==> src/design/river_pkg.sv <==
`default_nettype none

package river_pkg;

    localparam logic [9:0] BLOCKSIZE      = 10'd32;
    localparam logic [9:0] X_OFFSET_LEFT  = 10'd96;
    localparam logic [9:0] X_OFFSET_RIGHT = 10'd544;
    localparam logic [9:0] PLAY_WIDTH     = X_OFFSET_RIGHT - X_OFFSET_LEFT;

    localparam logic [9:0] FRAME_COLS = 10'd640;
    localparam logic [9:0] FRAME_ROWS = 10'd256;

    localparam int NUM_LANES     = 6;
    localparam int LOGS_PER_LANE = 3;

    localparam int FIFO_DEPTH = 8;
    localparam int PTR_W      = $clog2(FIFO_DEPTH);
    localparam int CREDIT_W   = $clog2(FIFO_DEPTH + 1);

    localparam logic [5:0] COLOR_LOG_BODY = 6'b100010;
    localparam logic [5:0] COLOR_WATER    = 6'b000000;

    typedef enum logic {
        DIR_LEFT,
        DIR_RIGHT
    } move_dir_e;

    typedef enum logic [1:0] {
        SCAN_IDLE,
        SCAN_RUN,
        SCAN_WAIT_FRAME
    } scan_state_e;

    typedef struct packed {
        logic [9:0] col;
        logic [9:0] row;
        logic       last;
    } pixel_req_t;

    typedef struct packed {
        logic [9:0] col;
        logic [9:0] row;
        logic       last;
        logic [5:0] color;
    } pixel_t;

    // screen x of each log in one lane
    typedef struct packed {
        logic [LOGS_PER_LANE-1:0][9:0] x;
    } lane_pos_t;

    localparam logic [9:0] LANE_LOG_LENGTH [NUM_LANES] =
        '{10'd96, 10'd64, 10'd128, 10'd64, 10'd96, 10'd128};

    localparam logic [9:0] LANE_SPEED [NUM_LANES] =
        '{10'd1, 10'd2, 10'd3, 10'd1, 10'd2, 10'd3};

    localparam move_dir_e LANE_DIR [NUM_LANES] =
        '{DIR_RIGHT, DIR_LEFT, DIR_RIGHT, DIR_LEFT, DIR_RIGHT, DIR_LEFT};

    // offsets from the left playfield edge
    // some logs start next to a wrap point
    localparam logic [9:0] LOG_START_OFFSET [NUM_LANES][LOGS_PER_LANE] = '{
        '{10'd0,   10'd150, 10'd400},
        '{10'd1,   10'd160, 10'd300},
        '{10'd150, 10'd300, 10'd446},
        '{10'd60,  10'd200, 10'd340},
        '{10'd20,  10'd180, 10'd330},
        '{10'd0,   10'd150, 10'd300}
    };

endpackage

`default_nettype wire

==> src/design/log_motion.sv <==
`default_nettype none

module log_motion import river_pkg::*; (
    input  logic      clk,
    input  logic      rst_n,
    input  logic      frame_done,
    output lane_pos_t log_x [NUM_LANES]
);

    logic [9:0] offset [NUM_LANES][LOGS_PER_LANE];

    // one frame step, modulo the playfield width
    function automatic logic [9:0] step_offset(
        input logic [9:0] off,
        input logic [9:0] spd,
        input move_dir_e  dir
    );
        logic [10:0] sum;
        sum = {1'b0, off} + {1'b0, spd};
        if (dir == DIR_RIGHT) begin
            return (sum >= {1'b0, PLAY_WIDTH}) ? 10'(sum - {1'b0, PLAY_WIDTH}) : sum[9:0];
        end
        return (off >= spd) ? (off - spd) : (off + PLAY_WIDTH - spd);
    endfunction

    always_ff @(posedge clk) begin
        if (!rst_n) begin
            for (int k = 0; k < NUM_LANES; k++) begin
                for (int j = 0; j < LOGS_PER_LANE; j++) begin
                    offset[k][j] <= LOG_START_OFFSET[k][j];
                end
            end
        end else if (frame_done) begin
            for (int k = 0; k < NUM_LANES; k++) begin
                for (int j = 0; j < LOGS_PER_LANE; j++) begin
                    offset[k][j] <= step_offset(offset[k][j], LANE_SPEED[k], LANE_DIR[k]);
                end
            end
        end
    end

    always_comb begin
        for (int k = 0; k < NUM_LANES; k++) begin
            for (int j = 0; j < LOGS_PER_LANE; j++) begin
                log_x[k].x[j] = X_OFFSET_LEFT + offset[k][j];
            end
        end
    end

    for (genvar k = 0; k < NUM_LANES; k++) begin : g_lane_chk
        for (genvar j = 0; j < LOGS_PER_LANE; j++) begin : g_log_chk
            a_offset_range: assert property (@(posedge clk) disable iff (!rst_n)
                offset[k][j] < PLAY_WIDTH);
        end
    end

endmodule

`default_nettype wire

==> src/design/log_renderer.sv <==
`default_nettype none

module log_renderer import river_pkg::*; (
    input  logic       clk,
    input  logic       rst_n,
    input  logic       req_valid,
    input  pixel_req_t req,
    input  lane_pos_t  log_x [NUM_LANES],
    output logic       out_valid,
    output pixel_t     out_pixel
);

    logic                 in_play;
    logic [NUM_LANES-1:0] in_lane;
    logic                 hit;

    // logs only show between the playfield borders
    assign in_play = (req.col >= X_OFFSET_LEFT) && (req.col < X_OFFSET_RIGHT);

    always_comb begin
        for (int k = 0; k < NUM_LANES; k++) begin
            in_lane[k] = (req.row >= 10'((k + 1) * BLOCKSIZE)) &&
                         (req.row < 10'((k + 2) * BLOCKSIZE));
        end
    end

    always_comb begin
        logic [10:0] log_end;
        hit = 1'b0;
        log_end = '0;
        for (int k = 0; k < NUM_LANES; k++) begin
            for (int j = 0; j < LOGS_PER_LANE; j++) begin
                // one bit wider so a log hanging past the edge cannot wrap
                log_end = {1'b0, log_x[k].x[j]} + {1'b0, LANE_LOG_LENGTH[k]};
                if (in_play && in_lane[k] &&
                    (req.col >= log_x[k].x[j]) &&
                    ({1'b0, req.col} < log_end)) begin
                    hit = 1'b1;
                end
            end
        end
    end

    always_ff @(posedge clk) begin
        if (!rst_n) begin
            out_valid <= 1'b0;
        end else begin
            out_valid <= req_valid;
        end
    end

    always_ff @(posedge clk) begin
        if (req_valid) begin
            out_pixel.col   <= req.col;
            out_pixel.row   <= req.row;
            out_pixel.last  <= req.last;
            out_pixel.color <= hit ? COLOR_LOG_BODY : COLOR_WATER;
        end
    end

endmodule

`default_nettype wire

==> src/design/pixel_fifo.sv <==
`default_nettype none

module pixel_fifo import river_pkg::*; (
    input  logic   clk,
    input  logic   rst_n,
    input  logic   push,
    input  pixel_t push_pixel,
    input  logic   pop,
    output logic   empty,
    output pixel_t head,
    output logic   credit_return
);

    pixel_t              mem [FIFO_DEPTH];
    logic [PTR_W-1:0]    wr_ptr;
    logic [PTR_W-1:0]    rd_ptr;
    logic [CREDIT_W-1:0] count;
    logic                full;

    assign empty = (count == '0);
    assign full  = (count == CREDIT_W'(FIFO_DEPTH));
    assign head  = mem[rd_ptr];

    // every entry leaving hands one credit back to the producer
    assign credit_return = pop;

    always_ff @(posedge clk) begin
        if (push) begin
            mem[wr_ptr] <= push_pixel;
        end
    end

    always_ff @(posedge clk) begin
        if (!rst_n) begin
            wr_ptr <= '0;
            rd_ptr <= '0;
            count  <= '0;
        end else begin
            if (push) begin
                wr_ptr <= wr_ptr + 1'b1;
            end
            if (pop) begin
                rd_ptr <= rd_ptr + 1'b1;
            end
            case ({push, pop})
                2'b10:   count <= count + 1'b1;
                2'b01:   count <= count - 1'b1;
                default: count <= count;
            endcase
        end
    end

    a_no_overflow: assert property (@(posedge clk) disable iff (!rst_n)
        push |-> !full);

    a_no_underflow: assert property (@(posedge clk) disable iff (!rst_n)
        pop |-> !empty);

endmodule

`default_nettype wire

==> src/design/pixel_out.sv <==
`default_nettype none

module pixel_out import river_pkg::*; (
    input  logic   clk,
    input  logic   rst_n,
    input  logic   empty,
    input  pixel_t head,
    output logic   pop,
    output logic   pixel_valid,
    output pixel_t pixel,
    input  logic   pixel_ready,
    output logic   frame_done
);

    // refill when the register is free or drains this cycle
    assign pop = !empty && (!pixel_valid || pixel_ready);

    assign frame_done = pixel_valid && pixel_ready && pixel.last;

    always_ff @(posedge clk) begin
        if (!rst_n) begin
            pixel_valid <= 1'b0;
        end else if (pop) begin
            pixel_valid <= 1'b1;
        end else if (pixel_ready) begin
            pixel_valid <= 1'b0;
        end
    end

    always_ff @(posedge clk) begin
        if (pop) begin
            pixel <= head;
        end
    end

    a_hold_stalled: assert property (@(posedge clk) disable iff (!rst_n)
        pixel_valid && !pixel_ready |=> pixel_valid && $stable(pixel));

endmodule

`default_nettype wire

==> src/design/river_top.sv <==
`default_nettype none

module river_top import river_pkg::*; (
    input  logic   clk,
    input  logic   rst_n,
    input  logic   run,
    input  logic   pixel_ready,
    output logic   pixel_valid,
    output pixel_t pixel,
    output logic   frame_done
);

    lane_pos_t log_x [NUM_LANES];
    logic      push;
    pixel_t    push_pixel;
    logic      pop;
    logic      empty;
    pixel_t    head;
    logic      credit_return;

    log_motion u_motion (
        .clk        (clk),
        .rst_n      (rst_n),
        .frame_done (frame_done),
        .log_x      (log_x)
    );

    scan_producer u_producer (
        .clk           (clk),
        .rst_n         (rst_n),
        .run           (run),
        .log_x         (log_x),
        .frame_done    (frame_done),
        .credit_return (credit_return),
        .push          (push),
        .push_pixel    (push_pixel)
    );

    pixel_fifo u_fifo (
        .clk           (clk),
        .rst_n         (rst_n),
        .push          (push),
        .push_pixel    (push_pixel),
        .pop           (pop),
        .empty         (empty),
        .head          (head),
        .credit_return (credit_return)
    );

    pixel_out u_out (
        .clk         (clk),
        .rst_n       (rst_n),
        .empty       (empty),
        .head        (head),
        .pop         (pop),
        .pixel_valid (pixel_valid),
        .pixel       (pixel),
        .pixel_ready (pixel_ready),
        .frame_done  (frame_done)
    );

endmodule

`default_nettype wire

==> src/design/scan_producer.sv <==
`default_nettype none

module scan_producer import river_pkg::*; (
    input  logic      clk,
    input  logic      rst_n,
    input  logic      run,
    input  lane_pos_t log_x [NUM_LANES],
    input  logic      frame_done,
    input  logic      credit_return,
    output logic      push,
    output pixel_t    push_pixel
);

    scan_state_e         state;
    logic [9:0]          col;
    logic [9:0]          row;
    logic [CREDIT_W-1:0] credits;
    logic                issue;
    logic                at_last;
    pixel_req_t          req;

    assign issue   = (state == SCAN_RUN) && (credits != '0);
    assign at_last = (col == FRAME_COLS - 10'd1) && (row == FRAME_ROWS - 10'd1);

    always_comb begin
        req.col  = col;
        req.row  = row;
        req.last = at_last;
    end

    // counters wrap to zero after the last pixel, ready for the next frame
    always_ff @(posedge clk) begin
        if (!rst_n) begin
            state <= SCAN_IDLE;
            col   <= '0;
            row   <= '0;
        end else begin
            case (state)
                SCAN_IDLE: begin
                    if (run) begin
                        state <= SCAN_RUN;
                    end
                end
                SCAN_RUN: begin
                    if (issue) begin
                        if (at_last) begin
                            state <= SCAN_WAIT_FRAME;
                        end
                        if (col == FRAME_COLS - 10'd1) begin
                            col <= '0;
                            row <= (row == FRAME_ROWS - 10'd1) ? 10'd0 : row + 10'd1;
                        end else begin
                            col <= col + 10'd1;
                        end
                    end
                end
                SCAN_WAIT_FRAME: begin
                    if (frame_done) begin
                        state <= run ? SCAN_RUN : SCAN_IDLE;
                    end
                end
                default: state <= SCAN_IDLE;
            endcase
        end
    end

    always_ff @(posedge clk) begin
        if (!rst_n) begin
            credits <= CREDIT_W'(FIFO_DEPTH);
        end else begin
            case ({issue, credit_return})
                2'b10:   credits <= credits - 1'b1;
                2'b01:   credits <= credits + 1'b1;
                default: credits <= credits;
            endcase
        end
    end

    log_renderer u_renderer (
        .clk       (clk),
        .rst_n     (rst_n),
        .req_valid (issue),
        .req       (req),
        .log_x     (log_x),
        .out_valid (push),
        .out_pixel (push_pixel)
    );

    a_credit_bound: assert property (@(posedge clk) disable iff (!rst_n)
        credits <= CREDIT_W'(FIFO_DEPTH));

endmodule

`default_nettype wire

==> config.mk <==
export PLATFORM = sky130hd
export DESIGN_NAME = river_top
export DESIGN_NICKNAME = d
export VERILOG_FILES = /design/src/design/river_pkg.sv /design/src/design/log_motion.sv /design/src/design/log_renderer.sv /design/src/design/pixel_fifo.sv /design/src/design/pixel_out.sv /design/src/design/river_top.sv /design/src/design/scan_producer.sv
export SDC_FILE = /design/constraint.sdc
export NUM_CORES = 1
export LEC_CHECK = 0
export BUFFER_PORTS_ARGS = -buffer_cell sky130_fd_sc_hd__buf_2
export CAP_MARGIN = 20
export CORE_ASPECT_RATIO = 1.75
export CORE_MARGIN = 2
export CORE_UTILIZATION = 58
export DETAILED_ROUTE_END_ITERATION = 16
export GPL_TIMING_DRIVEN = 0
export PLACE_DENSITY = 0.77
export SLEW_MARGIN = 20
export SYNTH_ARGS = -nofsm -noshare
export SYNTH_HDL_FRONTEND = slang
export SYNTH_SLANG_ARGS = --single-unit
==> constraint.sdc <==
create_clock -name clk -period 4.9 [get_ports clk]
set_input_delay 0.245 -clock clk [delete_from_list [all_inputs] [get_ports clk]]
set_output_delay 0.245 -clock clk [all_outputs]
set_load 0.02 [all_outputs]
==> results of run 1 <==
==> kinds of logic (layout without fill, tap and decap cells) <==
| group | Yosys count | after routing | share of synthesized area (%) |
|---|---|---|---|
| fa+ha+maj | 378 | 378 | 16.60 |
| compound gates | 430 | 430 | 9.711 |
| xor+xnor | 250 | 250 | 7.731 |
| flops | 435 | 435 | 44.40 |
| mux | 88 | 88 | 5.111 |
| other cells | 1 | 4 | 0.01313 |
| buf+inv | 264 | 380 | 3.592 |
| simple gates | 746 | 746 | 12.85 |
==> area by class of cell <==
type / instances / area share (%)
Buffer: 68 / 0.9319
Tap cell: 654 / 2.616
Inverter: 196 / 2.352
Clock inverter: 22 / 0.7359
Multi-Input combinational cell: 1896 / 47.80
Sequential cell: 435 / 40.60
Clock buffer: 47 / 3.216
Timing Repair Buffer: 47 / 1.744
==> power by group <==
part / internal (mW) / switching [mW]
clock network: 1.65 / 1.41
logic: 1.29 / 1.78
registers: 4.48 / 0.259
==> registers in the layout (all words and copies together) (netlist names) <==
| name | cells |
|---|---|
| u_fifo.count | 4 |
| u_fifo.wr_ptr | 3 |
| u_motion.offset | 177 |
| u_out.pixel_valid | 1 |
| u_out.pixel | 22 |
| u_producer.credits | 4 |
| u_producer.state | 2 |
| u_fifo.rd_ptr | 3 |
| u_producer.row | 10 |
| u_fifo.mem | 176 |
| u_producer.col | 10 |
| u_producer.u_renderer.out_pixel | 22 |
| u_producer.u_renderer.out_valid | 1 |
==> placed cells by master (no fill, tap or decap), drive strengths merged, types with 32 or more instances in the layout <==
master    n
edfxtp  397
ha      375
nor2    208
inv     200
nand2   172
xnor2   154
a21oi   122
o21ai   105
clkbuf   99
xor2     96
nor3     71
buf      63
nand3    50
nand2b   44
mux4     44
dfxtp    38
nand4    32
and3     32
==> worst max-delay path by stage <==
stage          cells past startpoint  slack [ns]                                 end
4_1_cts                           12        0.82  u_producer.u_renderer.out_pixel[1]
3_5_place_dp                      12        0.83  u_producer.u_renderer.out_pixel[1]
6_report                           9        0.75  u_producer.u_renderer.out_pixel[1]
3_3_place_gp                       8       -0.75  u_producer.u_renderer.out_pixel[1]
2_1_floorplan                     15        1.43  u_producer.u_renderer.out_pixel[1]
5_1_grt                           15        0.61  u_producer.u_renderer.out_pixel[1]
==> metrics by stage <==
| stage | util, % | instance area [µm²] | setup TNS [ns] | worst slack, ns |
|---|---|---|---|---|
| 6_report | 64.19 | 31280 | 0 | 0.7549 |
| 5_1_grt | 64.19 | 31280 | 0 | 0.6085 |
| 4_1_cts | 64.19 | 31280 | 0 | 0.8191 |
| 3_5_place_dp | 61.66 | 30050 | 0 | 0.8267 |
| 3_3_place_gp | 60.60 | 29530 | -77.87 | -0.7488 |
| 2_1_floorplan | - | 28580 | 0 | 1.426 |
==> worst max-delay path: stages, from the launching register on <==
cell       delay, ns
dfxtp_2         0.72
buf_12          0.27
clkbuf_1        0.62
a211oi_1        0.12
o21ai_0         0.32
nand4_1         0.43
nor4_1          1.03
a2111oi_4       0.11
nand4_1         0.18
or4b_1          0.19
==> metal layers <==
layer	up-vias	global-route usage (%)
met5	-	0
met4	0	15.87
met3	231	2.994
met2	546	51.02
met1	9942	27.09
li1	9675	-
==> out/results.txt, run 1 <==
FF-to-FF setup slack -> 0.75 ns
Max-slew violation count -> 0
Total GRT Usage -> 26.69%
Worst r2r src -> u_producer.col[8]
Area of the multi-input gates -> 14,950 µm²
Met3 wire length -> 2.596 mm
Pwr dens -> 347.4 nW/µm²
Startpoint types -> flop
Min-delay worst type -> in -> reg
Port Buffer Count -> 27
Placed Instances -> 3,296
CTS Sinks -> 435
Ys async rst share -> 0%
Slew HR -> 22.70%
Fraction of layout cells with a size suffix above 1 -> 8.263%
Num rows -> 107
WL per Instance -> 20.09 µm
Cts bufs inserted -> 39
Leakage -> 12.62 nW
# setup viols final -> 0
WHS Endpoint -> u_producer.state[0]
Max_cap viols -> 0
CORE AREA -> 48,730 µm²
Grt total ovfl -> 0
Clock skew -> 0.02025 ns
Clock transition at path regs -> 0.07 ns
N_diodes -> 0
Status -> completed
Worst reg-to-reg path cell count -> 9
Initial DRC Count -> 1,381
Gp weighted congestion -> 0.8709
Avg Inst Size Synth -> 11.02 µm²
Initial Util -> 58.62%
Die Y -> 297.6 µm
Period utilization -> 84.59%
Top Metal Used -> met4
Peak Freq -> 0.2413 GHz
Crit end category -> flop
Synth Instances -> 2,592
Synth top area share -> 41.73%
Synth warnings -> 0
Fin crit period -> 4.145 ns
Worst skew pair latency -> 0.56 ns
Die ar. -> 51,110 µm²
HPWL Detailed -> 47.58 mm
Post-synthesis cell type count -> 86
Seq/Total Area, Yosys -> 44.40%
H-Tree Level Count -> 2
Met1 wire length -> 24.35 mm
Max Buffers Root-to-Sink -> 3
Overall Power -> 10.87 mW
Post-synth top flop -> edfxtp_1
I/O pin total -> 33
Most common cell in the synthesized netlist -> edfxtp_1
1st-pass router iterations -> 5
Initial antenna violation count -> 2
Largest area contributor in the synthesized netlist -> edfxtp_1
Hold Buf Count CTS -> 0
CP max FO -> 20
Area grow syn2layout -> 9.509%
Die width -> 171.8 µm
Critical path class -> reg -> reg
Hold depth -> 5
Largest net degree at the start of global routing -> 73
FF-to-FF End -> u_producer.u_renderer.out_pixel[1]
Storage element area -> 12,700 µm²
Drc violations -> 0
Fin cells -> 3,365
Total Wirelength -> 67.59 mm
Critical Path AT -> 4.54 ns
Worst-Margin Slew -> 1.160 ns
RSZ-0062 raised after global routing -> false
CP required -> 5.30 ns
Number of synthesized flops with an enable pin -> 397
Worst IR Drop VDD -> 0.2349 mV
Top cells by count, synth -> 397 x edfxtp_1, 375 x ha_1, 208 x nor2_1, 195 x inv_1, 172 x nand2_1
Vias -> 20,394
Final ANT Viol Nets -> 0
Synth top area cells -> edfxtp_1 42%, ha_1 16%, xnor2_1 4.7%
Vias in the first global route -> 21,276
Synthesized flop and latch total -> 435
Global-route wire length before repair -> 107.4 mm
Filler cells -> 3,698
Crit. Startpoint -> u_producer.col[8]
Final hold violation count -> 0
Layout Nets -> 3,064
Met2 WL -> 36.40 mm
Cts repair resizes -> 0
WHS -> 0.1180 ns
HP Start -> run
Via-to-Cell Ratio -> 6.061
CTS tree -> yes
Synth Cell Area -> 28,570 µm²
Post-CTS Setup Inserts -> 0
Root Buffer -> clkbuf_16
No activity file was read; power rests on OpenSTA's default activity.
==> inputs of run 2 (changes only) <==
==> constraint.sdc (replaced) <==
create_clock -name clk -period 3.8 [get_ports clk]
set_input_delay 0.19 -clock clk [delete_from_list [all_inputs] [get_ports clk]]
set_output_delay 0.19 -clock clk [all_outputs]
set_load 0.02 [all_outputs]
==> run 2 against run 1 <==
Against the previous run: maximum frequency rose by 9.8%; flip-flop and latch count did not move; non-clock buffer count rose by 16; sequential share of layout area fell by 0.37 points; final cell count rose by 0.48%; via count rose by 0.67%; critical path depth rose by 1; core utilization rose by 0.60 points; routed wire length rose by 0.63%; clock skew fell by 0.0023 ns; die area did not move; largest power group unchanged.
==> out/results.txt, run 2 (synthesized netlist as in run 1, its figures left out) <==
CP required -> 4.09 ns
Worst r2r src -> u_producer.col[1]
Clock skew -> 0.01800 ns
Startpoint types -> flop
Initial antenna violation count -> 2
Initial DRC Count -> 1,434
CTS tree -> yes
Status -> completed
CORE AREA -> 48,730 µm²
Critical Path Max Stage Delay -> 0.85 ns
Port Buffer Count -> 27
Initial Util -> 58.62%
Fin util -> 64.79%
Largest net degree at the start of global routing -> 73
Storage element area -> 12,700 µm²
1st-pass router iterations -> 7
Global-route wire length before repair -> 107.6 mm
Hold Buf Count CTS -> 0
Largest Register -> u_motion.offset
Pwr dens -> 445.7 nW/µm²
Vias in the first global route -> 21,391
Die Y -> 297.6 µm
Leakage -> 12.72 nW
Gp weighted congestion -> 0.8709
Num rows -> 107
I/O pin total -> 33
Die ar. -> 51,110 µm²
Total GRT Usage -> 26.73%
WL per Instance -> 20.12 µm
Worst IR Drop VDD -> 0.3032 mV
HPWL Detailed -> 47.58 mm
Max reg flops -> 177
N_diodes -> 0
Crit-path slowest cell -> dfxtp_2
Commonest non-fill, non-tap cell in the layout -> edfxtp_1
Crit end category -> flop
CP max FO -> 19
Slew HR -> 23.76%
Final hold violation count -> 0
Placed Instances -> 3,296
Vias -> 20,530
H-Tree Level Count -> 2
Layout Nets -> 3,080
Root Buffer -> clkbuf_16
Largest regs -> u_motion.offset (177), u_fifo.mem (176)
Via-to-Cell Ratio -> 6.072
Max_cap viols -> 0
Die width -> 171.8 µm
CTS Sinks -> 435
Worst-Margin Slew -> 1.144 ns
HP Start -> run
Clock transition at path regs -> 0.07 ns
Area grow syn2layout -> 10.53%
Area of the multi-input gates -> 15,110 µm²
Max Buffers Root-to-Sink -> 3
Critical path class -> reg -> reg
Drc violations -> 0
Crit. Startpoint -> u_producer.col[1]
# setup viols final -> 0
Filler cells -> 3,658
Final ANT Viol Nets -> 0
Total Wirelength -> 68.02 mm
Worst skew pair latency -> 0.56 ns
Period utilization -> 99.30%
Fin crit period -> 3.773 ns
Commonest non-fill, non-tap cells in the layout -> 397 x edfxtp_1, 370 x ha_1, 202 x nor2_1
Min-delay worst type -> in -> reg
Max-slew violation count -> 0
Fraction of layout cells with a size suffix above 1 -> 9.864%
CP Buf/Inv Count -> 1
Critical Path, Cell by Cell -> inv_1, ha_1, and4_1, nand3_1, a311oi_1, nor4b_1, nor4_2, a2111oi_4, nand4_1, or4b_4
Grt total ovfl -> 0
Fin cells -> 3,381
Peak Freq -> 0.2650 GHz
Cts bufs inserted -> 39
Critical Path AT -> 4.06 ns
Crit-path leading delay family -> simple AND/OR/NAND/NOR gates
run 2: cell types whose count changed in the layout (fill, tap and decap cells not counted), moves of 3 or more:
cell	delta
buf_4	+19
inv_1	-6
ha_1	-5
clkbuf_1	-4
xor2_2	+7
inv_2	+5
ha_2	+3
xor2_1	-8
run 2: timing repair:
item / CTS / global route
endpoints found under the setup margin: 1 / 1
gates resized for setup: 13 / 20
buffers inserted: 9 / 10
pin swaps: 0 / 7
run 2: through the flow:
| step | hold WS, ns | setup WS (ns) | total power [mW] | TNS (ns) | cell area (µm²) |
|---|---|---|---|---|---|
| after floorplan | 0.3943 | 0.3260 | 9.066 | 0 | 28580 |
| after global placement | 0.4759 | -1.849 | 9.870 | -276.09 | 29530 |
| after detailed placement | 0.4892 | -0.2733 | 10.13 | -0.2733 | 30050 |
| after CTS | 0.04800 | 0.003201 | 14.10 | 0 | 31400 |
| after global routing | 0.08739 | -0.01051 | 14.80 | -0.01051 | 31570 |
| final | 0.07463 | 0.02657 | 14.07 | 0 | 31570 |
run 2: path summary, 6_finish.rpt:
kind	end	slack, ns	cells past startpoint
worst max-delay path	u_producer.u_renderer.out_pixel[1]	0.03	10
worst min register to register	u_producer.u_renderer.out_pixel[7]	0.51	0
worst min-delay path	u_producer.state[0]	0.07	5
worst max register to register	u_producer.u_renderer.out_pixel[1]	0.03	10
run 2: layout make-up:
| class | instances | area share [%] |
|---|---|---|
| multi-input cells | 1896 | 47.85 |
| flip-flops and latches | 435 | 40.23 |
| clock buffers | 47 | 3.186 |
| well taps | 654 | 2.592 |
| inverters | 196 | 2.342 |
| repair buffers | 66 | 2.180 |
| plain buffers | 65 | 0.8917 |
| clock inverters | 22 | 0.7292 |
run 2: layer usage:
metal | wire, µm | vias up | track usage [%]
li1 | - | 9697 | -
met1 | 24210 | 9986 | 27.12
met2 | 36430 | 594 | 50.96
met3 | 2810 | 253 | 2.994
met4 | 4560 | 0 | 16.29
met5 | 0 | - | 0
run 2: power breakdown:
group	leakage (nW)	total, mW	switching [mW]	internal [mW]
Combinational	8.14	4.01	2.32	1.70
Sequential	3.98	6.11	0.332	5.78
Clock	0.596	3.94	1.82	2.13
run 2: worst min-delay path: stages:
cell and delay [ns]:
buf_2 0.11, nand2_1 0.05, nor2_1 0.04, a21oi_1 0.13, nor2b_1 0.05
